==> src/include/axil_defines.svh <==
// AXI-lite protection bits and response codes shared by the bridge and the slave
`ifndef AXIL_DEFINES_SVH
`define AXIL_DEFINES_SVH

// ---------------------------------------------------------------------------
// AxPROT bit values, each one a cleared bit in its own position
// ---------------------------------------------------------------------------
`define AXIL_PROT_UNPRIV 3'b000  // Bit 0 low
`define AXIL_PROT_SECURE 3'b000  // Bit 1 low
`define AXIL_PROT_DATA   3'b000  // Bit 2 low

// ---------------------------------------------------------------------------
// xRESP encodings
// ---------------------------------------------------------------------------
`define AXIL_RESP_OKAY   2'b00
`define AXIL_RESP_SLVERR 2'b10   // Slave error, bad word index

`endif
==> src/verilog/axil_pkg.sv <==
// Widths, enums and packed payload types for the AXI-lite memory subsystem
`include "axil_defines.svh"

package axil_pkg;

  localparam int AXIL_ADDR_W = 32;
  localparam int AXIL_DATA_W = 64;
  localparam int AXIL_STRB_W = AXIL_DATA_W / 8;
  localparam int AXIL_OFFS_W = $clog2(AXIL_STRB_W);  // Byte offset in a word
  localparam int AXIL_PROT_W = 3;

  typedef enum logic {
    OP_READ  = 1'b0,
    OP_WRITE = 1'b1
  } rw_op_e;

  typedef enum logic [1:0] {
    RESP_OKAY   = `AXIL_RESP_OKAY,
    RESP_SLVERR = `AXIL_RESP_SLVERR
  } axil_resp_e;

  // CPU side request and response
  typedef struct packed {
    rw_op_e                   op;
    logic [AXIL_ADDR_W-1:0] addr;
    logic [AXIL_DATA_W-1:0] wdata;
    logic [AXIL_STRB_W-1:0] wstrb;
  } rw_req_t;

  typedef struct packed {
    logic [AXIL_DATA_W-1:0] rdata;
    axil_resp_e               resp;
    rw_op_e                   op;  // Which engine finished
  } rw_rsp_t;

  // AXI-lite channel payloads, AR reuses the AW type
  typedef struct packed {
    logic [AXIL_ADDR_W-1:0] addr;
    logic [AXIL_PROT_W-1:0] prot;
  } axil_aw_t;

  typedef struct packed {
    logic [AXIL_DATA_W-1:0] data;
    logic [AXIL_STRB_W-1:0] strb;
  } axil_w_t;

  typedef struct packed {
    logic [AXIL_DATA_W-1:0] data;
    axil_resp_e               resp;
  } axil_r_t;

  typedef struct packed {
    axil_resp_e resp;
  } axil_b_t;

endpackage

==> src/verilog/axil_read_engine.sv <==
// AXI-lite read engine, issues AR from the request and accepts one R beat
`include "axil_defines.svh"

module axil_read_engine
  import axil_pkg::*;
(
  input  logic     i_aclk,
  input  logic     i_rst_n,
  input  logic     i_start,
  input  rw_req_t  i_req,      // Held stable by the port
  output logic     o_arvalid,
  output axil_aw_t o_ar,
  input  logic     i_arready,
  input  logic     i_rvalid,
  input  axil_r_t  i_r,
  output logic     o_rready,
  output logic     o_addr_done,
  output logic     o_done,
  output axil_r_t  o_r
);

  typedef enum logic [1:0] {
    RD_IDLE,
    RD_ADDR,
    RD_DATA
  } rd_state_e;

  localparam logic [AXIL_PROT_W-1:0] RD_PROT =
    `AXIL_PROT_UNPRIV | `AXIL_PROT_SECURE | `AXIL_PROT_DATA;

  rd_state_e state_q;
  rd_state_e state_d;
  logic      ar_fire;
  logic      r_fire;

  assign ar_fire = o_arvalid & i_arready;
  assign r_fire  = o_rready & i_rvalid;

  always_comb begin
    state_d = state_q;
    case (state_q)
      RD_IDLE: if (i_start) state_d = RD_ADDR;
      RD_ADDR: if (ar_fire) state_d = RD_DATA;  // Slave stall keeps us here
      RD_DATA: if (r_fire) state_d = RD_IDLE;
      default: state_d = RD_IDLE;
    endcase
  end

  always_ff @(posedge i_aclk or negedge i_rst_n) begin
    if (!i_rst_n) begin
      state_q <= RD_IDLE;
    end else begin
      state_q <= state_d;
    end
  end

  assign o_arvalid   = (state_q == RD_ADDR);
  assign o_ar        = '{addr: i_req.addr, prot: RD_PROT};
  assign o_rready    = (state_q == RD_DATA);
  assign o_addr_done = ar_fire;
  assign o_done      = r_fire;
  assign o_r         = i_r;    // Sampled by the port on done

endmodule

==> config.mk <==
export PLATFORM = sky130hd
export DESIGN_NAME = axil_read_engine
export DESIGN_NICKNAME = d
export VERILOG_FILES = /design/src/verilog/axil_pkg.sv /design/src/verilog/axil_read_engine.sv
export VERILOG_INCLUDE_DIRS = /design/src /design/src/include
export SDC_FILE = /design/constraint.sdc
export NUM_CORES = 1
export LEC_CHECK = 0
export CAP_MARGIN = 20
export CORE_AREA = 2 2 108 110
export DETAILED_ROUTE_END_ITERATION = 16
export DIE_AREA = 0 0 110 112
export DONT_BUFFER_PORTS = 1
export GPL_TIMING_DRIVEN = 0
export PLACE_DENSITY = 0.3
export REMOVE_ABC_BUFFERS = 1
export SYNTH_ARGS = -nofsm -noshare
export SYNTH_HDL_FRONTEND = slang
export SYNTH_SLANG_ARGS = --single-unit
==> constraint.sdc <==
create_clock -name i_aclk -period 2.3 [get_ports i_aclk]
set_clock_uncertainty 0.2 [all_clocks]
set_input_delay 0.23 -clock i_aclk [delete_from_list [all_inputs] [get_ports i_aclk]]
set_output_delay 0.23 -clock i_aclk [all_outputs]
set_load 0.1 [all_outputs]
==> run metrics <==
outcome completed; DR iter-0 viols 17; Area growth syn-to-layout -52.59%; Setup Viol. Count Final 0; count of buffers from port buffering 0; CP startpoint kind register; Total GRT Usage 20.40%; die height 112 um; Power Dens Cells 1453 nW/um2; clk slew on worst S/H paths around 0.030 ns; final hold viol count 0; Synth Area in XOR/XNOR 0%; register with the most flip-flops state_q; cell family with most CP delay simple AND/OR/NAND/NOR gates; initial antenna violation count 0; via count 388; clk_lat worst skew 0.22 ns; GP Congestion 0.8698; share of cells above drive strength 1 30.00%; synthesized flop and latch total 2; Root Buffer Master clkbuf_16; maxcap violations 0; Core Area 11170 um2; buffer and inverter count on the worst path 0; Max VDD drop 0.5915 mV; Rows 39; Synth Area in Compound Gates 1.437%; number of CTS-inserted buffers 3; global-route wire length before repair 13610 um; Final Power around 600 uW; Leak roughly 0.00012 uW; mux contribution to synthesized area 0%; syn avg cell area ~7.7 um2; worst-path cell chain nor2b_4 -> and2_2; register area 50.05 um2; crit path kind reg -> out; DRT Pass-1 Iters 4; WP data required 1.87 ns; Worst path slowest cell and2_2; DR vias/cell 2.380; Remaining DRCs 0; setup_tns 0 ns; Max Root-Sink Buffers 2; total wire length 12720 um; DPL Wire Length around 12000 um; TritonCTS clock tree done; Seq/Total Area, Yosys about 5.7%; # diodes 0; Post-Synth Adder-Cell Area 0%; Hold Slack 0.006526 ns; minimum clock period 2.213 ns; Avg WL per Cell slightly below 80 um; Slew headroom around 29%; max FFs per register 2; largest net degree at the start of global routing 6; period utilization between 90% and 100%; Detail Route Antenna Nets 0; post-synth cell types 11; Post-Synth Simple-Gate Area about 4.9%; worst slew pin tran 1.066 ns; vias in the first global route 380; biggest regs state_q: 2 flops; grt ovf 0; max-slew violations 0; unrepaired setup endpoints after global routing false; die area roughly 12000 um2; Largest stage delay, worst path 0.59 ns; Hold WC Path Type in -> reg; Die X roughly 110 um; H-tree levels 1; Crit path arrival time 1.78 ns; synth warn 0; fmax 0.4519 GHz; I/O pins 281; Multi-input gate area 75.07 um2; main combinational cell family by area after synthesis buffers and inverters; cell count after synthesis 113; mapped cell area 870.8 um2; Layout Nets around 200; CP endpoint kind primary output; maximum net fanout on the critical path 5; Fillers 1306; clk sink count 2; Initial Util 7.793%
-- cell families (layout without fill, tap and decap cells) --
logic type	count (synthesis)	after routing
buffers and inverters	102	7
AND/OR/NAND/NOR	6	6
AO/OA/AOI/OAI	2	2
flip-flops	2	2
other	1	3
-- power by group --
part           total, uW  switching, uW  internal, uW
sequential          73.2           21.6          51.6
combinational        267            227          39.6
clock                260           38.6           221
total                600            288           312
-- repair_timing --
action | 4_1_cts | 5_1_grt
hold buffers | 3 | 0
endpoints found under the setup margin | 1 | 0
gates resized for setup | 2 | 0
endpoints found under the hold margin | 4 | 0
buffers inserted | 0 | 0
-- worst paths after layout --
path	startpoint	to	slack, ns	cells after the start
max in group asynchronous	i_rst_n	state_q[1]$_DFFE_PN0P_	1.73	1
hold reg to reg	state_q[1]$_DFFE_PN0P_	state_q[0]$_DFFE_PN0P_	0.29	1
setup / recovery	state_q[0]$_DFFE_PN0P_	o_done	0.09	2
setup reg to reg	state_q[1]$_DFFE_PN0P_	state_q[1]$_DFFE_PN0P_	0.59	2
min in group asynchronous	i_rst_n	state_q[0]$_DFFE_PN0P_	0.05	1
hold / removal	i_arready	state_q[0]$_DFFE_PN0P_	0.007	2
-- final cells by class --
class | count | share of cell area [%]
Clock buffer | 3 | 18.18
Inverter | 1 | 0.9091
Multi-Input combinational cell | 11 | 18.18
Sequential cell | 2 | 12.12
Tap cell | 143 | 43.33
Timing Repair Buffer | 3 | 7.273
-- metal layers --
metal / global-route usage (%) / wire (um) / up-vias
met5: 0.4202 / 0 / -
met2: 47.65 / 8652 / 189
met1: 0.8466 / 301 / 117
li1: - / - / 50
met3: 25.23 / 3146 / 32
met4: 8.017 / 621 / 0
-- stage by stage --
| stage | util [%] | cell area, um2 | std cells | setup WS, ns |
|---|---|---|---|---|
| floorplan | - | 120.1 | 14 | -0.2450 |
| global placement | 2.676 | 299.0 | 157 | -0.3081 |
| detailed placement | 2.698 | 301.5 | 157 | -0.2946 |
| CTS | 3.695 | 412.9 | 163 | 0.07595 |
| global route | 3.695 | 412.9 | 163 | 0.03431 |
| finish | 3.695 | 412.9 | 163 | 0.08698 |
-- Yosys cell counts --
master	count	area, um2
a21oi_1	1	5.000
inv_1	1	3.750
and2_1	1	6.260
dfrtp_1	2	50.05
nand2b_1	2	12.51
and3b_1	1	8.760
a21o_1	1	7.510
buf_4	101	758.2
conb_1	1	3.750
nor2b_2	1	8.760
nor2b_1	1	6.260
-- worst register-to-register path: stages (launching register included) --
cell	delay, ns
dfrtp_1	0.40
and3b_1	0.90
a21o_1	0.15
-- placed cells by master (no fill, tap or decap), drive strengths merged --
cell type / instances
dlygate4sd3: 3
nand2b: 2
clkbuf: 3
dfrtp: 2
conb: 3
nor2b: 2
and3b: 1
a21oi: 1
and2: 1
inv: 1
a21o: 1
Note: power is estimated with default switching activity, not from simulation.
