## src/include/axil_defines.svh

```systemverilog
// AXI-lite protection bits and response codes shared by the bridge and the slave
`ifndef AXIL_DEFINES_SVH
`define AXIL_DEFINES_SVH

// ---------------------------------------------------------------------------
// AxPROT bit values, each one a cleared bit in its own position
// ---------------------------------------------------------------------------
`define AXIL_PROT_UNPRIV 3'b000  // Bit 0 low
`define AXIL_PROT_SECURE 3'b000  // Bit 1 low
`define AXIL_PROT_DATA   3'b000  // Bit 2 low

// ---------------------------------------------------------------------------
// xRESP encodings
// ---------------------------------------------------------------------------
`define AXIL_RESP_OKAY   2'b00
`define AXIL_RESP_SLVERR 2'b10   // Slave error, bad word index

`endif
```

## src/verilog/axil_pkg.sv

```systemverilog
// Widths, enums and packed payload types for the AXI-lite memory subsystem
`include "axil_defines.svh"

package axil_pkg;

  localparam int AXIL_ADDR_W = 32;
  localparam int AXIL_DATA_W = 64;
  localparam int AXIL_STRB_W = AXIL_DATA_W / 8;
  localparam int AXIL_OFFS_W = $clog2(AXIL_STRB_W);  // Byte offset in a word
  localparam int AXIL_PROT_W = 3;

  typedef enum logic {
    OP_READ  = 1'b0,
    OP_WRITE = 1'b1
  } rw_op_e;

  typedef enum logic [1:0] {
    RESP_OKAY   = `AXIL_RESP_OKAY,
    RESP_SLVERR = `AXIL_RESP_SLVERR
  } axil_resp_e;

  // CPU side request and response
  typedef struct packed {
    rw_op_e                   op;
    logic [AXIL_ADDR_W-1:0] addr;
    logic [AXIL_DATA_W-1:0] wdata;
    logic [AXIL_STRB_W-1:0] wstrb;
  } rw_req_t;

  typedef struct packed {
    logic [AXIL_DATA_W-1:0] rdata;
    axil_resp_e               resp;
    rw_op_e                   op;  // Which engine finished
  } rw_rsp_t;

  // AXI-lite channel payloads, AR reuses the AW type
  typedef struct packed {
    logic [AXIL_ADDR_W-1:0] addr;
    logic [AXIL_PROT_W-1:0] prot;
  } axil_aw_t;

  typedef struct packed {
    logic [AXIL_DATA_W-1:0] data;
    logic [AXIL_STRB_W-1:0] strb;
  } axil_w_t;

  typedef struct packed {
    logic [AXIL_DATA_W-1:0] data;
    axil_resp_e               resp;
  } axil_r_t;

  typedef struct packed {
    axil_resp_e resp;
  } axil_b_t;

endpackage

```

## src/verilog/axil_cpu_port.sv

```systemverilog
// CPU request port, dispatches one request to an engine and returns one response
module axil_cpu_port
  import axil_pkg::*;
(
  input  logic    i_aclk,
  input  logic    i_rst_n,
  input  logic    i_rw_valid,
  input  rw_req_t i_rw_req,
  output logic    o_rw_addr_ok,
  output logic    o_rw_data_ok,
  output rw_rsp_t o_rw_rsp,
  output logic    o_rd_start,
  output logic    o_wr_start,
  output rw_req_t o_req,
  input  logic    i_rd_addr_done,
  input  logic    i_wr_addr_done,
  input  logic    i_rd_done,
  input  axil_r_t i_rd_r,
  input  logic    i_wr_done,
  input  axil_b_t i_wr_b
);

  typedef enum logic [1:0] {
    ST_IDLE,
    ST_BUSY,
    ST_DONE   // One dead cycle, the held request is ignored
  } port_state_e;

  port_state_e state_q;
  logic        rd_start_q;
  logic        wr_start_q;
  logic        accept;
  logic        eng_done;
  rw_req_t     req_q;
  rw_rsp_t     rsp_q;
  rw_rsp_t     done_rsp;

  assign accept   = (state_q == ST_IDLE) & i_rw_valid;
  assign eng_done = i_rd_done | i_wr_done;

  always_comb begin
    if (i_rd_done) begin
      done_rsp = '{rdata: i_rd_r.data, resp: i_rd_r.resp, op: OP_READ};
    end else begin
      done_rsp = '{rdata: '0, resp: i_wr_b.resp, op: OP_WRITE};
    end
  end

  always_ff @(posedge i_aclk or negedge i_rst_n) begin
    if (!i_rst_n) begin
      state_q    <= ST_IDLE;
      rd_start_q <= 1'b0;
      wr_start_q <= 1'b0;
    end else begin
      rd_start_q <= accept & (i_rw_req.op == OP_READ);
      wr_start_q <= accept & (i_rw_req.op == OP_WRITE);
      case (state_q)
        ST_IDLE: if (i_rw_valid) state_q <= ST_BUSY;
        ST_BUSY: if (eng_done) state_q <= ST_DONE;
        default: state_q <= ST_IDLE;
      endcase
    end
  end

  // Request and response payload
  always_ff @(posedge i_aclk) begin
    if (accept) req_q <= i_rw_req;
    if ((state_q == ST_BUSY) && eng_done) rsp_q <= done_rsp;
  end

  assign o_rd_start   = rd_start_q;
  assign o_wr_start   = wr_start_q;
  assign o_req        = req_q;
  assign o_rw_addr_ok = i_rd_addr_done | i_wr_addr_done;
  assign o_rw_data_ok = (state_q == ST_DONE);
  assign o_rw_rsp     = rsp_q;

endmodule

```

## config.mk

```make
export PLATFORM = sky130hd
export DESIGN_NAME = axil_cpu_port
export DESIGN_NICKNAME = d
export VERILOG_FILES = /design/src/verilog/axil_pkg.sv /design/src/verilog/axil_cpu_port.sv
export VERILOG_INCLUDE_DIRS = /design/src /design/src/include
export SDC_FILE = /design/constraint.sdc
export NUM_CORES = 1
export LEC_CHECK = 0
export BUFFER_PORTS_ARGS = -buffer_cell sky130_fd_sc_hd__buf_2
export CORE_AREA = 3 3 136 138
export CTS_CLUSTER_DIAMETER = 100
export DETAILED_ROUTE_END_ITERATION = 16
export DIE_AREA = 0 0 139 141
export GPL_ROUTABILITY_DRIVEN = 1
export PLACE_DENSITY = 0.62
export SLEW_MARGIN = 10
export SYNTH_ARGS = -nofsm -noshare
export SYNTH_HDL_FRONTEND = slang
export SYNTH_SLANG_ARGS = --single-unit
```

## constraint.sdc

```tcl
create_clock -name i_aclk -period 4.57 [get_ports i_aclk]
set_clock_uncertainty 0.2 [all_clocks]
set_input_delay 0 -clock i_aclk [delete_from_list [all_inputs] [get_ports i_aclk]]
set_output_delay 0 -clock i_aclk [all_outputs]
set_load 0.01 [all_outputs]
```

==> flow_summary_export.csv, run 1 <==
group,metric,value,unit
placed_design,dpl.hpwl,12000,um
logic_synthesis,synth_top_area_cell,"edfxtp_1",
logic_synthesis,synth-seq-area-share,91.0,%
logic_synthesis,muxShareOfSynthArea,0.389,%
logic_synthesis,synth_warnings,0,
logic_synthesis,synth-simple-area-share,7.81,%
die,die_h,141,um
outcome,error,"[ERROR RSZ-0060] Max buffer count reached.",
die,dieWidth,139,um
clocking,cts_setup_buffers,0,
clocking,clk_path_buf_depth,2,
logic_synthesis,syn_nets,441,
outcome,status,"did not finish",
die,rows,48,
clocking,cts_buffers,17,
outcome,stop_stage,"clock tree synthesis (4_1_cts)",
clocking,cts.repair.resized,0,
logic_synthesis,synthFlopType,"edfxtp_1",
logic_synthesis,synth_area,5790,um^2
logic_synthesis,synth_compound_area_share,0.130,%
logic_synthesis,ys_seq_elements,176,
placed_design,place_area,7840,um^2
placed_design,port_buffers,355,
logic_synthesis,synthTopCellsByCount,"edfxtp_1 (172), and2_1 (65), clkbuf_1 (5), dfrtp_1 (4), nor2_1 (4)",
logic_synthesis,synth_most_common_cell,"edfxtp_1",
logic_synthesis,syn-instance-count,261,
clocking,cts_max_level,4,
clocking,cts_hold_buf,174,
logic_synthesis,synthArstFlopShare,2.27,%
placed_design,place_congestion,0.870,
die,start_util,33.4,%
logic_synthesis,synth-edff-count,172,
logic_synthesis,synth-xor-area-share,0,%
die,io_pins,356,
logic_synthesis,synth.area.top_cells,"edfxtp_1 (89%), and2_1 (7.0%), dfrtp_1 (1.7%)",
clocking,cts_root_buf,"clkbuf_16",
logic_synthesis,synth_top_area_share,89.3,%
logic_synthesis,synth_fa_ha_area_share,0,%
clocking,cts.sinks,176,
logic_synthesis,synth_top_family_by_area,"simple AND/OR/NAND/NOR gates",
logic_synthesis,syn_area_per_cell,22.2,um^2
logic_synthesis,synth_cell_types,15,
[per-stage QoR]
| step | setup WS [ns] | hold WS [ns] | cells |
|---|---|---|---|
| detailed placement | 1.88 | -0.375 | 836 |
| global placement | 2.02 | -0.382 | 836 |
| floorplan | 0.540 | -0.496 | 261 |
[cell families after synthesis]
| logic type | Yosys count |
|---|---|
| AO/OA/AOI/OAI | 1 |
| AND/OR/NAND/NOR | 73 |
| flip-flops | 176 |
| buffers and inverters | 9 |
| multiplexers | 2 |
==> run 2, diff against run 1 <==
--- a/config.mk
+++ b/config.mk
@@ -7,12 +7,11 @@
 export NUM_CORES = 1
 export LEC_CHECK = 0
 export BUFFER_PORTS_ARGS = -buffer_cell sky130_fd_sc_hd__buf_2
-export CORE_AREA = 3 3 136 138
-export CTS_CLUSTER_DIAMETER = 100
+export CORE_MARGIN = 3
+export CORE_UTILIZATION = 25
 export DETAILED_ROUTE_END_ITERATION = 16
-export DIE_AREA = 0 0 139 141
 export GPL_ROUTABILITY_DRIVEN = 1
-export PLACE_DENSITY = 0.62
+export PLACE_DENSITY_LB_ADDON = 0.15
 export SLEW_MARGIN = 10
 export SYNTH_ARGS = -nofsm -noshare
 export SYNTH_HDL_FRONTEND = slang
==> flow_summary_export.csv, run 2 <==
group,metric,value,unit
placed_design,place_congestion,0.764,
final_layout,stdcell_count,1109,
die,rows,55,
logic_synthesis,synth_cell_types,15,
hold_path,hold_path.startpoint,"i_rd_addr_done",
sta,finalSetupViolations,0,
pwr,peakVddDrop,0.000191,V
die,core_area,22700,um^2
clocking,cts.sinks,176,
clocking,cts_max_level,4,
drt,ant_nets,0,
logic_synthesis,syn_nets,441,
global_route,grt_pass1_wl,25000,um
setup_path,critPathMaxStageDelay,0.65,ns
pwr,power_density,404,nW/um^2
clocking,cts_root_buf,"clkbuf_16",
logic_synthesis,syn-instance-count,261,
pwr,swShare,24.8,%
die,dieArea,25000,um^2
setup_path,r2r-end,"o_req[78]",
sta,slew_headroom,37.4,%
setup_path,reg2regPathDepth,3,
logic_synthesis,synthArstFlopShare,2.27,%
setup_path,crit_required,4.47,ns
flow_run,max-cap-violations,0,
global_route,grt_pass1_vias,4668,
sta,final-hold-violation-count,0,
pwr,combPwrFrac,15.4,%
setup_path,end_kind,"flip-flop",
clocking,cts_buffers,17,
logic_synthesis,synth_most_common_cell,"edfxtp_1",
drt,drt-initial-drc-count,185,
placed_design,placed_cells,898,
global_route,grt_max_degree,78,
setup_path,worst-setup-path-type,"flip-flop to flip-flop",
clocking,insertion_delay,0.41,ns
outcome,status,"finished clean",
setup_path,startpoint_type,"flip-flop",
sta,finalCritPeriodShare,54.3,%
drt,drc,0,
die,io_pins,356,
setup_path,critical_path.cell_chain,"or3b_4 > inv_4 > buf_4",
clocking,path_clk_slew,0.06,ns
logic_synthesis,synth_top_area_share,89.3,%
logic_synthesis,synth-seq-area-share,91.0,%
pwr,p_clk_share,34.9,%
pwr,pwr-share-seq,49.7,%
pwr,switchingPower,1030,uW
die,start_util,25.5,%
logic_synthesis,synth_warnings,0,
global_route,antenna_found_initial,1,
logic_synthesis,synthTopCellsByCount,"edfxtp_1 (172), and2_1 (65), clkbuf_1 (5), dfrtp_1 (4), nor2_1 (4)",
final_layout,final_cell_mix,"buf_2 (355), dlygate4sd3_1 (179), edfxtp_1 (172), and2_1 (65), clkbuf_16 (17)",
drt,vias,4406,
clocking,cts_setup_buffers,0,
setup_path,r2r_slack,2.09,ns
hold_path,hold-path-cell-count,3,
logic_synthesis,synthFlopType,"edfxtp_1",
die,dieWidth,158,um
hold_path,min_to,"o_rw_addr_ok",
final_layout,syn_to_final_growth,78.1,%
drt,drt-wirelength-per-cell,16.0,um
die,die_h,158,um
clocking,cts_hold_buf,179,
placed_design,dpl.hpwl,12100,um
sta,worst_pin_slew,0.939,ns
setup_path,cp_slowest_cell,"inv_4",
final_layout,finish.net_count,991,
drt,wl,17800,um
logic_synthesis,synth.area.top_cells,"edfxtp_1 (89%), and2_1 (7.0%), dfrtp_1 (1.7%)",
sta,finalSetupTns,0,ns
drt,firstDrtPassIters,4,
clocking,cts_tree,"done",
drt,vias_per_cell,3.97,
setup_path,regToRegStartpoint,"state_q[1]",
final_layout,final_common_cell,"buf_2",
global_route,track_usage,13.4,%
sta,rsz0062_at_grt,"false",
pwr,intPower,3130,uW
setup_path,worstPathArrival,2.38,ns
final_layout,largest_reg_flops,105,
global_route,overflow,0,
final_layout,fillers,2020,
logic_synthesis,synth_top_area_cell,"edfxtp_1",
sta,slew_violations,0,
logic_synthesis,synth_area,5790,um^2
logic_synthesis,syn_area_per_cell,22.2,um^2
clocking,cts.repair.resized,0,
setup_path,path_max_fanout,77,
sta,fmax,0.403,GHz
logic_synthesis,ys_seq_elements,176,
logic_synthesis,synth-edff-count,172,
clocking,clk_path_buf_depth,2,
hold_path,hold_class,"input port to output port",
sta,fin_crit,2.48,ns
placed_design,port_buffers,355,
final_layout,drive_above_1_share,48.0,%
pwr,leakagePower,0.00435,uW
-- run 2: power groups by stage --
stage               registers, uW  logic, uW  clock network, uW
floorplan                    2210        112                  0
global placement             2100        520                  0
detailed placement           2100        525                  0
CTS                          2070        652               1500
global route                 2080        698               1570
finish                       2070        640               1450
-- run 2: worst max-delay path, delay by kind of cell, from the launching register on --
kind | cells | cell delay, ns
AND/OR/NAND/NOR | 1 | 0.43
flip-flops | 1 | 0.38
buffers and inverters | 2 | 1.07
-- run 2: worst max-delay path by stage --
stage,depth (start not counted),startpoint,slack [ns],endpoint
2_1_floorplan,2,state_q[1],0.54,o_rw_rsp[0]
4_1_cts,3,state_q[1],2.06,o_req[103]
3_3_place_gp,3,state_q[1],2.13,o_req[103]
3_5_place_dp,3,state_q[1],2.07,o_req[98]
6_report,3,state_q[1],2.09,o_req[78]
5_1_grt,3,state_q[1],1.94,o_req[78]
-- run 2: through the flow --
stage	util, %	hold slack, ns	setup slack (ns)	area, um^2	power, uW
detailed placement	34.9	-0.387	2.07	7930	2630
finish	45.4	0.0648	2.09	10300	4160
global route	45.4	0.0665	1.94	10300	4350
CTS	45.4	0.0549	2.06	10300	4230
floorplan	-	-0.496	0.540	5790	2320
global placement	34.9	-0.389	2.13	7930	2620
-- run 2: logic make-up after synthesis --
| logic type | Yosys count | share of synthesized area (%) |
|---|---|---|
| AOI/OAI and AO/OA | 1 | 0.130 |
| and+or+nand+nor | 73 | 7.81 |
| muxes | 2 | 0.389 |
| buffers and inverters | 9 | 0.670 |
| DFF | 176 | 91.0 |
-- run 2: cell type report --
cell class	instances	area [um^2]	share of cell area, %
repair buffers	538	3600	34.9
clock buffers	18	429	4.16
inverters	2	10.0	0.0971
well taps	285	357	3.46
clock inverters	13	154	1.49
diodes	1	2.50	0.0243
flip-flops and latches	176	5270	51.1
multi-input cells	76	489	4.75
-- run 2: routing by layer --
metal	up-vias	wire length, um	global-route usage (%)	share of wire (%)
li1	2071	-	-	-
met1	2071	6880	14.7	39
met2	240	8740	23.0	49
met3	22	1800	5.39	10
met4	2	345	5.57	1.9
met5	-	13	0	0.073
Note: power is estimated with default switching activity, not from simulation.
