$ cat config.mk
export PLATFORM = sky130hd
export DESIGN_NAME = axil_write_engine
export DESIGN_NICKNAME = d
export VERILOG_FILES = /design/src/verilog/axil_pkg.sv /design/src/verilog/axil_write_engine.sv
export VERILOG_INCLUDE_DIRS = /design/src /design/src/include
export SDC_FILE = /design/constraint.sdc
export NUM_CORES = 1
export LEC_CHECK = 0
export BUFFER_PORTS_ARGS = -buffer_cell sky130_fd_sc_hd__buf_2
export CAP_MARGIN = 10
export CORE_AREA = 5 5 84 86
export DETAILED_ROUTE_END_ITERATION = 10
export DIE_AREA = 0 0 89 91
export PLACE_DENSITY_LB_ADDON = 0.2
export SLEW_MARGIN = 40
export SYNTH_ARGS = -nofsm -noshare
export SYNTH_HDL_FRONTEND = slang
export SYNTH_SLANG_ARGS = --single-unit
$ cat constraint.sdc
create_clock -name i_aclk -period 2.5 [get_ports i_aclk]
set_clock_uncertainty 0.05 [all_clocks]
set_input_delay 0.25 -clock i_aclk [delete_from_list [all_inputs] [get_ports i_aclk]]
set_output_delay 0.25 -clock i_aclk [all_outputs]
set_load 0.005 [all_outputs]
$ cat src/include/axil_defines.svh
// AXI-lite protection bits and response codes shared by the bridge and the slave
`ifndef AXIL_DEFINES_SVH
`define AXIL_DEFINES_SVH

// ---------------------------------------------------------------------------
// AxPROT bit values, each one a cleared bit in its own position
// ---------------------------------------------------------------------------
`define AXIL_PROT_UNPRIV 3'b000  // Bit 0 low
`define AXIL_PROT_SECURE 3'b000  // Bit 1 low
`define AXIL_PROT_DATA   3'b000  // Bit 2 low

// ---------------------------------------------------------------------------
// xRESP encodings
// ---------------------------------------------------------------------------
`define AXIL_RESP_OKAY   2'b00
`define AXIL_RESP_SLVERR 2'b10   // Slave error, bad word index

`endif
$ cat src/verilog/axil_pkg.sv
// Widths, enums and packed payload types for the AXI-lite memory subsystem
`include "axil_defines.svh"

package axil_pkg;

  localparam int AXIL_ADDR_W = 32;
  localparam int AXIL_DATA_W = 64;
  localparam int AXIL_STRB_W = AXIL_DATA_W / 8;
  localparam int AXIL_OFFS_W = $clog2(AXIL_STRB_W);  // Byte offset in a word
  localparam int AXIL_PROT_W = 3;

  typedef enum logic {
    OP_READ  = 1'b0,
    OP_WRITE = 1'b1
  } rw_op_e;

  typedef enum logic [1:0] {
    RESP_OKAY   = `AXIL_RESP_OKAY,
    RESP_SLVERR = `AXIL_RESP_SLVERR
  } axil_resp_e;

  // CPU side request and response
  typedef struct packed {
    rw_op_e                   op;
    logic [AXIL_ADDR_W-1:0] addr;
    logic [AXIL_DATA_W-1:0] wdata;
    logic [AXIL_STRB_W-1:0] wstrb;
  } rw_req_t;

  typedef struct packed {
    logic [AXIL_DATA_W-1:0] rdata;
    axil_resp_e               resp;
    rw_op_e                   op;  // Which engine finished
  } rw_rsp_t;

  // AXI-lite channel payloads, AR reuses the AW type
  typedef struct packed {
    logic [AXIL_ADDR_W-1:0] addr;
    logic [AXIL_PROT_W-1:0] prot;
  } axil_aw_t;

  typedef struct packed {
    logic [AXIL_DATA_W-1:0] data;
    logic [AXIL_STRB_W-1:0] strb;
  } axil_w_t;

  typedef struct packed {
    logic [AXIL_DATA_W-1:0] data;
    axil_resp_e               resp;
  } axil_r_t;

  typedef struct packed {
    axil_resp_e resp;
  } axil_b_t;

endpackage

$ cat src/verilog/axil_write_engine.sv
// AXI-lite write engine, runs AW then W then waits for the B response
`include "axil_defines.svh"

module axil_write_engine
  import axil_pkg::*;
(
  input  logic     i_aclk,
  input  logic     i_rst_n,
  input  logic     i_start,
  input  rw_req_t  i_req,
  output logic     o_awvalid,
  output axil_aw_t o_aw,
  input  logic     i_awready,
  output logic     o_wvalid,
  output axil_w_t  o_w,
  input  logic     i_wready,
  input  logic     i_bvalid,
  input  axil_b_t  i_b,
  output logic     o_bready,
  output logic     o_addr_done,
  output logic     o_done,
  output axil_b_t  o_b
);

  typedef enum logic [1:0] {
    WR_IDLE,
    WR_ADDR,
    WR_DATA,
    WR_RESP
  } wr_state_e;

  localparam logic [AXIL_PROT_W-1:0] WR_PROT =
    `AXIL_PROT_UNPRIV | `AXIL_PROT_SECURE | `AXIL_PROT_DATA;

  wr_state_e state_q;
  wr_state_e state_d;
  logic      aw_fire;
  logic      w_fire;
  logic      b_fire;

  assign aw_fire = o_awvalid & i_awready;
  assign w_fire  = o_wvalid & i_wready;
  assign b_fire  = o_bready & i_bvalid;

  // ---------------------------------------------------------------------------
  // Channel sequencing, each step waits for a real handshake
  // ---------------------------------------------------------------------------
  always_comb begin
    state_d = state_q;
    case (state_q)
      WR_IDLE: if (i_start) state_d = WR_ADDR;
      WR_ADDR: if (aw_fire) state_d = WR_DATA;
      WR_DATA: if (w_fire) state_d = WR_RESP;
      WR_RESP: if (b_fire) state_d = WR_IDLE;
      default: state_d = WR_IDLE;
    endcase
  end

  always_ff @(posedge i_aclk or negedge i_rst_n) begin
    if (!i_rst_n) begin
      state_q <= WR_IDLE;
    end else begin
      state_q <= state_d;
    end
  end

  assign o_awvalid   = (state_q == WR_ADDR);
  assign o_aw        = '{addr: i_req.addr, prot: WR_PROT};
  assign o_wvalid    = (state_q == WR_DATA);
  assign o_w         = '{data: i_req.wdata, strb: i_req.wstrb};
  assign o_bready    = (state_q == WR_RESP);
  assign o_addr_done = w_fire;  // CPU sees addr_ok once data is taken
  assign o_done      = b_fire;
  assign o_b         = i_b;

endmodule

==> results of run 1 <==
synthesized netlist by cell type, drive strengths merged:
cell and n:
nor2 1, buf 109, conb 1, inv 3, ha 4, mux2 1
a2111oi 1, nor2b 3, dfrtp 2, and2 2, mux2i 1
timing repair:
item,in CTS,in global routing
buffers inserted,0,0
hold buffers,1,0
hold endpoints to repair,2,0
stage by stage:
stage	instances	instance area, um^2
after CTS	112	416.7
after floorplan	130	1037
final	112	416.7
after detailed placement	108	365.4
after global placement	108	365.4
after global routing	112	416.7
final cells by class:
type / count / area share, %
clock buffers: 3 / 9.910
multi-input cells: 16 / 37.84
inverters: 3 / 2.703
flip-flops and latches: 2 / 12.01
repair buffers: 11 / 14.41
well taps: 77 / 23.12
layer usage:
metal,vias up,track usage (%),wire [um]
li1,89,-,-
met1,127,2.930,459
met2,72,2.537,422
met3,46,3.801,446
met4,0,7.692,303
met5,-,0,0
layout by cell type (no fill, tap or decap):
cell,instances
a2111oi_4,1
and2_1,1
and2_2,1
buf_2,10
clkbuf_8,3
conb_1,3
dfrtp_1,2
dlygate4sd3_1,1
ha_1,4
inv_1,3
mux2_4,1
mux2i_1,1
nor2_1,1
nor2b_1,2
nor2b_4,1
how the worst max path moves through the flow:
stage | from | to | slack, ns | cells past startpoint
2_1_floorplan | state_q[0]$_DFFE_PN0P_ | state_q[1]$_DFFE_PN0P_ | 0.85 | 5
3_3_place_gp | state_q[0]$_DFFE_PN0P_ | state_q[1]$_DFFE_PN0P_ | 0.78 | 5
3_5_place_dp | state_q[0]$_DFFE_PN0P_ | state_q[1]$_DFFE_PN0P_ | 0.77 | 5
4_1_cts | state_q[0]$_DFFE_PN0P_ | state_q[1]$_DFFE_PN0P_ | 0.76 | 5
5_1_grt | state_q[0]$_DFFE_PN0P_ | state_q[1]$_DFFE_PN0P_ | 0.72 | 5
6_report | state_q[0]$_DFFE_PN0P_ | state_q[1]$_DFFE_PN0P_ | 0.79 | 5
cells by family after synthesis:
| group | count (synthesis) | share of synthesized area (%) |
|---|---|---|
| AO/OA/AOI/OAI | 1 | 2.673 |
| AND/OR/NAND/NOR | 6 | 4.253 |
| adder cells (fa/ha/maj) | 4 | 4.860 |
| flip-flops | 2 | 4.860 |
| multiplexers | 2 | 2.430 |
| buffers and inverters | 112 | 80.56 |
| other | 1 | 0.3642 |
report_power, final:
| part | switching, mW | internal [mW] | total, mW |
|---|---|---|---|
| logic | 0.108 | 0.131 | 0.239 |
| registers | 0.0158 | 0.0516 | 0.0674 |
| clock network | 0.0249 | 0.102 | 0.127 |
| total | 0.149 | 0.284 | 0.433 |
==> flow_summary.yaml, run 1 <==
critical_path:
  crit_chain: "inv_1, ha_1, nor2b_4, a2111oi_4, mux2_4"
  worstPathRequired_ns: 2.54
  cp_slowest_cell: "a2111oi_4"
  critical_path.max_stage_delay_ns: 0.38
  reg2reg_setup_slack_ns: 0.79
  arrival_ns: 1.75
  cp_num_buf_inv: 1
  worstReg2RegEnd: "state_q[1]$_DFFE_PN0P_"
  reg2reg_from: "state_q[0]$_DFFE_PN0P_"
  r2r_cells: 5
  cp_top_family: "compound AO/OA/AOI/OAI gates"
  endpoint_kind: "flop"
  crit_type: "reg2reg"
  crit_fanout: 4
  startpoint_type: "flop"
finish:
  multi_input_area_um2: 157.7
  max_flop_register: "state_q"
  final_core_util_pct: 6.715
  area_growth_pct: -59.54
  fill_cells: 711
  drive_gt1_share_pct: 48.57
  diodes: 0
  largest_reg_flops: 2
  top_regs: "state_q (2)"
  ff_latch_area_um2: 50.05
  nets: 154
grt:
  grt_max_degree: 5
  grt_pass1_wl_um: 2159
  grt_util_all_layers_pct: 3.602
  grt_pass1_vias: 379
  antenna_found_initial: 0
  grt_overflow: 0
sta:
  setup_ws_ns: 0.7912
  fmaxAchievable_mhz: 585.2
  rsz0062_at_grt: "no"
  fin_crit_ns: 1.709
  min_period_over_period_pct: 68.35
  finalSetupViolations: 0
  hold_ws_ns: 0.3021
  fin_tns_setup_ns: 0
  drv_slew: 0
  final_hold_viol_count: 0
routing:
  wirelength_um: 1633
  routed_via_density: 2.982
  ant_nets: 0
  dr.first_iter.drc_count: 3
  post_drt_wl_per_cell_um: 14.58
  drc: 0
  dr.pass1.iters: 2
  vias: 334
place:
  place_congestion: 0.6118
  place_hpwl_um: 1324
  place_ws_ns: 0.7687
  port_buffers: 10
hold_path:
  min-delay-path-class: "in2async"
floorplanning:
  die-height_um: 91
  die_area_mm2: 0.008099
  rows: 29
  core-area_mm2: 0.006205
  start_util_pct: 16.60
  pin_count: 227
  fp.dieW_um: 89
synth:
  synth_warnings: 0
  ys_top_cells_by_area: "buf_4 79%, dfrtp_1 4.9%, ha_1 4.9%"
  synthesis.area_mm2: 0.001030
  synth.yosys.seq_area_share_pct: 4.860
  syn_inst: 128
  synth_top_area_share_pct: 79.47
  synth-seq-cells: 2
  synth_top_area_cell: "buf_4"
  avgSynthCellArea_um2: 8.045
  synth_cell_types: 13
power:
  power_leakage_nw: 0.1883
  p_per_area_mw_per_mm2: 1039
  finalPower_mw: 0.4328
  ir_worst_vdd_mv: 0.3515
clocking:
  clkLatencyLatePin_ns: 0.21
  clkSinkCount: 2
  cts-resized-gates: 0
  htree_levels: 1
  cts_buffers: 3
  clockRootBuffer: "clkbuf_8"
  cts_buffer_depth: 2
  clk_pin_slew_ns: 0.03
  tritoncts: "done"
outcome:
  status: "finished, final reports clean"
flow_run:
  drv_cap: 0
Power figures use the tool's default switching activity.
==> run 2: changes to the inputs <==
--- a/config.mk
+++ b/config.mk
@@ -6,11 +6,12 @@
 export SDC_FILE = /design/constraint.sdc
 export NUM_CORES = 1
 export LEC_CHECK = 0
+export ABC_AREA = 1
 export BUFFER_PORTS_ARGS = -buffer_cell sky130_fd_sc_hd__buf_2
 export CAP_MARGIN = 10
-export CORE_AREA = 5 5 84 86
+export CORE_AREA = 5 5 85 87
 export DETAILED_ROUTE_END_ITERATION = 10
-export DIE_AREA = 0 0 89 91
+export DIE_AREA = 0 0 90 92
 export PLACE_DENSITY_LB_ADDON = 0.2
 export SLEW_MARGIN = 40
 export SYNTH_ARGS = -nofsm -noshare
==> constraint.sdc (replaced) <==
create_clock -name i_aclk -period 1.7 [get_ports i_aclk]
set_clock_uncertainty 0.05 [all_clocks]
set_input_delay 0.17 -clock i_aclk [delete_from_list [all_inputs] [get_ports i_aclk]]
set_output_delay 0.17 -clock i_aclk [all_outputs]
set_load 0.005 [all_outputs]
==> flow_summary.yaml, run 2 <==
floorplanning:
  rows: 29
  start_util_pct: 16.56
  pin_count: 227
  fp.dieW_um: 90
  die-height_um: 92
  core-area_mm2: 0.006277
  die_area_mm2: 0.008280
synth:
  synth_edf_count: 0
  synth_cell_types: 11
  synth-seq-cells: 2
  synth_top_area_cell: "buf_4"
  ys_top_cells_by_area: "buf_4 79%, dfrtp_1 4.8%, ha_1 4.8%"
  synthesis.area_mm2: 0.001040
  synth_most_common_cell: "buf_4"
  synth.yosys.seq_area_share_pct: 4.813
  syn_inst: 140
  ys_top_cells_by_count: "109 x buf_4, 8 x inv_1, 8 x nand2_1"
  ys_async_sr_fraction_pct: 100.0
  avgSynthCellArea_um2: 7.427
  synth_top_area_share_pct: 78.70
  synth_warnings: 0
  ys.flop_type: "dfrtp_1"
grt:
  grt_util_all_layers_pct: 3.349
  grt_overflow: 0
  grt_pass1_wl_um: 2118
  grt_max_degree: 5
  antenna_found_initial: 0
  grt_pass1_vias: 388
clocking:
  cts_buffer_depth: 2
  cts_hold_buf: 1
  cts_buffers: 3
  clk_pin_slew_ns: 0.03
  tritoncts: "done"
  clkSinkCount: 2
  cts-resized-gates: 0
  clockRootBuffer: "clkbuf_8"
  clkLatencyLatePin_ns: 0.21
  cts_setup_buffers: 0
  htree_levels: 1
finish:
  layout_commonest_cell: "buf_2"
  final_core_util_pct: 6.797
  largest_reg_flops: 2
  drive_gt1_share_pct: 38.30
  max_flop_register: "state_q"
  nets: 166
  finalNonFillerCells: 124
  top_regs: "state_q (2)"
  area_growth_pct: -58.97
  mostFrequentLayoutCells: "10 x buf_2, 8 x inv_1, 8 x nand2_1"
  diodes: 0
critical_path:
  worstPathRequired_ns: 1.48
  cp_slowest_cell: "dfrtp_1"
  crit_type: "reg2out"
  cp_num_buf_inv: 3
  crit_fanout: 4
  startpoint: "state_q[0]$_DFFE_PN0P_"
  crit_chain: "inv_1, ha_1, nand2_1, inv_1, buf_2"
  reg2reg_from: "state_q[0]$_DFFE_PN0P_"
  cp_top_family: "flip-flops"
  startpoint_type: "flop"
  arrival_ns: 1.18
  cpMostUsedCell: "inv_1"
  endpoint_kind: "output port"
  critical_path.max_stage_delay_ns: 0.40
routing:
  routed_via_density: 2.895
  dr.first_iter.drc_count: 4
  wirelength_um: 1565
  vias: 359
  dr.pass1.iters: 2
  ant_nets: 0
  post_drt_wl_per_cell_um: 12.62
  drc: 0
sta:
  min_period_over_period_pct: 82.44
  fin_tns_setup_ns: 0
  final_hold_viol_count: 0
  fin_crit_ns: 1.402
  drv_slew: 0
  rsz0062_at_grt: "no"
  finalSetupViolations: 0
  fmaxAchievable_mhz: 713.5
place:
  placedCellCount: 120
  place_congestion: 0.5577
  port_buffers: 10
  place_hpwl_um: 1315
outcome:
  status: "finished, final reports clean"
flow_run:
  drv_cap: 0
power:
  power_leakage_nw: 0.2272
  ir_worst_vdd_mv: 0.5208
  p_per_area_mw_per_mm2: 1409
hold_path:
  min-delay-path-class: "in2async"
-- run 2: changes by cell type after synthesis, moves of 2 or more --
cell     before  now
nor2b_1       2    0
nand2_1       0    8
o21ai_1       0    2
inv_1         3    8
nand2_2       0    3
-- run 2: through the flow --
step           power (mW)  worst slack, ns  cell area, um^2  hold slack (ns)
2_1_floorplan      0.5295           0.5409             1047          -0.1756
3_3_place_gp       0.4287           0.4560            375.4         -0.09419
3_5_place_dp       0.4285           0.4196            375.4         -0.09131
4_1_cts            0.6235           0.2490            426.7           0.2202
5_1_grt            0.6738           0.2063            426.7           0.2505
6_report           0.6014           0.2984            426.7           0.2265
-- run 2: final timing paths --
path                                                to  cells past startpoint  slack, ns
worst max-delay path                       o_addr_done                      5       0.30
worst min-delay path            state_q[1]$_DFFE_PN0P_                      2       0.23
worst min register to register  state_q[1]$_DFFE_PN0P_                      2       0.51
max in group asynchronous       state_q[0]$_DFFE_PN0P_                      2       1.28
min in group i_aclk                            o_w[14]                      0       0.29
worst max register to register  state_q[1]$_DFFE_PN0P_                      6       0.45
-- run 2: logic make-up after synthesis --
family	after synthesis	synth area share [%]
adders and majority gates	4	4.814
other	1	0.3607
AOI/OAI and AO/OA	2	0.9627
buffers and inverters	117	81.59
and+or+nand+nor	14	7.461
DFF	2	4.814
-- run 2: final cells by class --
| type | instances | area (um^2) |
|---|---|---|
| timing repair buffer | 11 | 60.06 |
| inverter | 8 | 30.03 |
| fill | 743 | 5851 |
| tap | 77 | 96.34 |
| multi-input combinational | 23 | 148.9 |
| clock buffer | 3 | 41.29 |
| sequential | 2 | 50.05 |
-- run 2: layer usage --
layer	GRT usage (%)	vias to the layer above	part of all wire, %
li1	-	117	-
met1	2.004	132	23
met2	3.110	58	31
met3	2.946	52	23
met4	8.561	0	23
met5	0	-	0
-- run 2: where the power goes --
part | switching (mW) | leakage (nW) | internal [mW]
Combinational | 0.178 | 0.181 | 0.139
Sequential | 0.0273 | 0.0242 | 0.0749
Clock | 0.0333 | 0.0216 | 0.149
-- run 2: worst register-to-register path, stage by stage, from the launching register on --
cell and delay, ns:
dfrtp_1 0.39, inv_1 0.08, ha_1 0.26, nand2_2 0.10, nand2_4 0.06, o21ai_1 0.13, nand2_1 0.06
==> run 3: changes to the inputs <==
--- a/config.mk
+++ b/config.mk
@@ -9,9 +9,9 @@
 export ABC_AREA = 1
 export BUFFER_PORTS_ARGS = -buffer_cell sky130_fd_sc_hd__buf_2
 export CAP_MARGIN = 10
-export CORE_AREA = 5 5 85 87
+export CORE_AREA = 5 5 84 86
 export DETAILED_ROUTE_END_ITERATION = 10
-export DIE_AREA = 0 0 90 92
+export DIE_AREA = 0 0 89 91
 export PLACE_DENSITY_LB_ADDON = 0.2
 export SLEW_MARGIN = 40
 export SYNTH_ARGS = -nofsm -noshare
==> constraint.sdc (replaced) <==
create_clock -name i_aclk -period 1.15 [get_ports i_aclk]
set_clock_uncertainty 0.05 [all_clocks]
set_input_delay 0.115 -clock i_aclk [delete_from_list [all_inputs] [get_ports i_aclk]]
set_output_delay 0.115 -clock i_aclk [all_outputs]
set_load 0.005 [all_outputs]
==> flow_summary.yaml, run 3 (synthesis gave the netlist of run 2 again) <==
routing:
  dr.pass1.iters: 2
  post_drt_wl_per_cell_um: 14.35
  wirelength_um: 1837
  ant_nets: 0
  route.met3.wl_um: 503
  vias: 359
  routed_via_density: 2.805
  dr.first_iter.drc_count: 6
  dr_wl_met2_um: 590
  drc: 0
  wl_met1_um: 317
  highest_layer: "met4"
sta:
  setup_ws_ns: -0.1324
  fmaxAchievable_mhz: 779.8
  final_hold_viol_count: 0
  fin_tns_setup_ns: -0.6044
  hold_ws_ns: 0.1800
  min_period_over_period_pct: 111.5
  fin_crit_ns: 1.282
  rsz0062_at_grt: "yes"
  finalSetupViolations: 7
  drv_slew: 0
floorplanning:
  die_area_mm2: 0.008099
  start_util_pct: 16.76
  core-area_mm2: 0.006205
  fp.dieW_um: 89
  rows: 29
  pin_count: 227
  die-height_um: 91
clocking:
  htree_levels: 1
  tritoncts: "done"
  cts_buffer_depth: 2
  clk_pin_slew_ns: 0.03
  cts_buffers: 3
  clkLatencyLatePin_ns: 0.21
  clkSinkCount: 2
  clockRootBuffer: "clkbuf_8"
place:
  placedCellCount: 123
  place_hpwl_um: 1504
  port_buffers: 10
  place_congestion: 0.6092
  post_dp_cell_area_um2: 400.4
  place_ws_ns: -0.06783
power:
  finalPower_mw: 1.157
  power_leakage_nw: 0.2469
  p_per_area_mw_per_mm2: 2228
  ir_worst_vdd_mv: 0.3275
finish:
  fill_cells: 718
  layout_commonest_cell: "buf_2"
  max_flop_register: "state_q"
  multi_input_area_um2: 195.2
  drive_gt1_share_pct: 66.67
  stdcell_area_um2: 519.2
  largest_reg_flops: 2
  mostFrequentLayoutCells: "9 x buf_2, 6 x inv_1, 5 x nand2_2, 5 x nand2_1"
  area_growth_pct: -50.06
  nets: 170
  top_regs: "state_q (2)"
  final_core_util_pct: 8.369
  ff_latch_area_um2: 52.55
  diodes: 0
  finalNonFillerCells: 128
critical_path:
  worstReg2RegEnd: "state_q[1]$_DFFE_PN0P_"
  crit_type: "reg2out"
  reg2reg_from: "state_q[0]$_DFFE_PN0P_"
  startpoint_type: "flop"
  r2r_cells: 7
  endpoint_kind: "output port"
  critPathCapture: "o_done"
  crit_fanout: 4
  startpoint: "state_q[1]$_DFFE_PN0P_"
  arrival_ns: 1.12
  reg2reg_setup_slack_ns: -0.03
  worstPathRequired_ns: 0.99
grt:
  grt_pass1_wl_um: 2435
  grt_overflow: 0
  grt_util_all_layers_pct: 4.327
  antenna_found_initial: 0
  grt_max_degree: 5
  grt_pass1_vias: 412
outcome:
  status: "finished, violations left"
  violations: "negative setup slack"
hold_path:
  min-delay-path-class: "in2out"
flow_run:
  drv_cap: 0
-- run 3: report_power, final --
part	switching [mW]	total, mW	internal (mW)	leakage (nW)
logic	0.320	0.696	0.375	0.203
registers	0.0736	0.191	0.118	0.0220
clock network	0.0488	0.270	0.221	0.0216
-- run 3: area by class of cell --
cell class / instances / area share (%)
Clock buffer: 3 / 7.952
Multi-Input combinational cell: 23 / 37.59
Sequential cell: 2 / 10.12
Tap cell: 77 / 18.55
Inverter: 8 / 5.783
Timing Repair Buffer: 15 / 20.00
-- run 3: routing by layer --
| metal | vias up | global-route usage [%] |
|---|---|---|
| li1 | 124 | - |
| met1 | 128 | 2.063 |
| met2 | 45 | 4.084 |
| met3 | 62 | 4.706 |
| met4 | 0 | 10.30 |
| met5 | - | 0 |
-- run 3: how the worst min path moves through the flow --
stage / from / to / slack [ns] / cells past startpoint
after floorplan: i_rst_n / state_q[0]$_DFFE_PN0P_ / -0.23 / 0
after global placement: i_rst_n / state_q[1]$_DFFE_PN0P_ / -0.15 / 1
after detailed placement: i_rst_n / state_q[0]$_DFFE_PN0P_ / -0.15 / 1
after CTS: i_req[94] / o_aw[25] / 0.18 / 0
after global routing: i_req[69] / o_w[69] / 0.18 / 0
final: i_req[79] / o_aw[10] / 0.18 / 0
-- run 3: worst max-delay path: stages, from the launching register on --
cell and delay, ns:
dfrtp_2 0.45, ha_4 0.18, buf_6 0.11, nand2_2 0.04, inv_1 0.03, buf_2 0.11
-- run 3: repair_timing --
item / in CTS / in global routing
resized for setup: 13 / 4
buffers inserted: 0 / 1
pin swaps: 2 / 2
endpoints found under the hold margin: 2 / 0
endpoints found under the setup margin: 7 / 7
hold buffers: 1 / 0
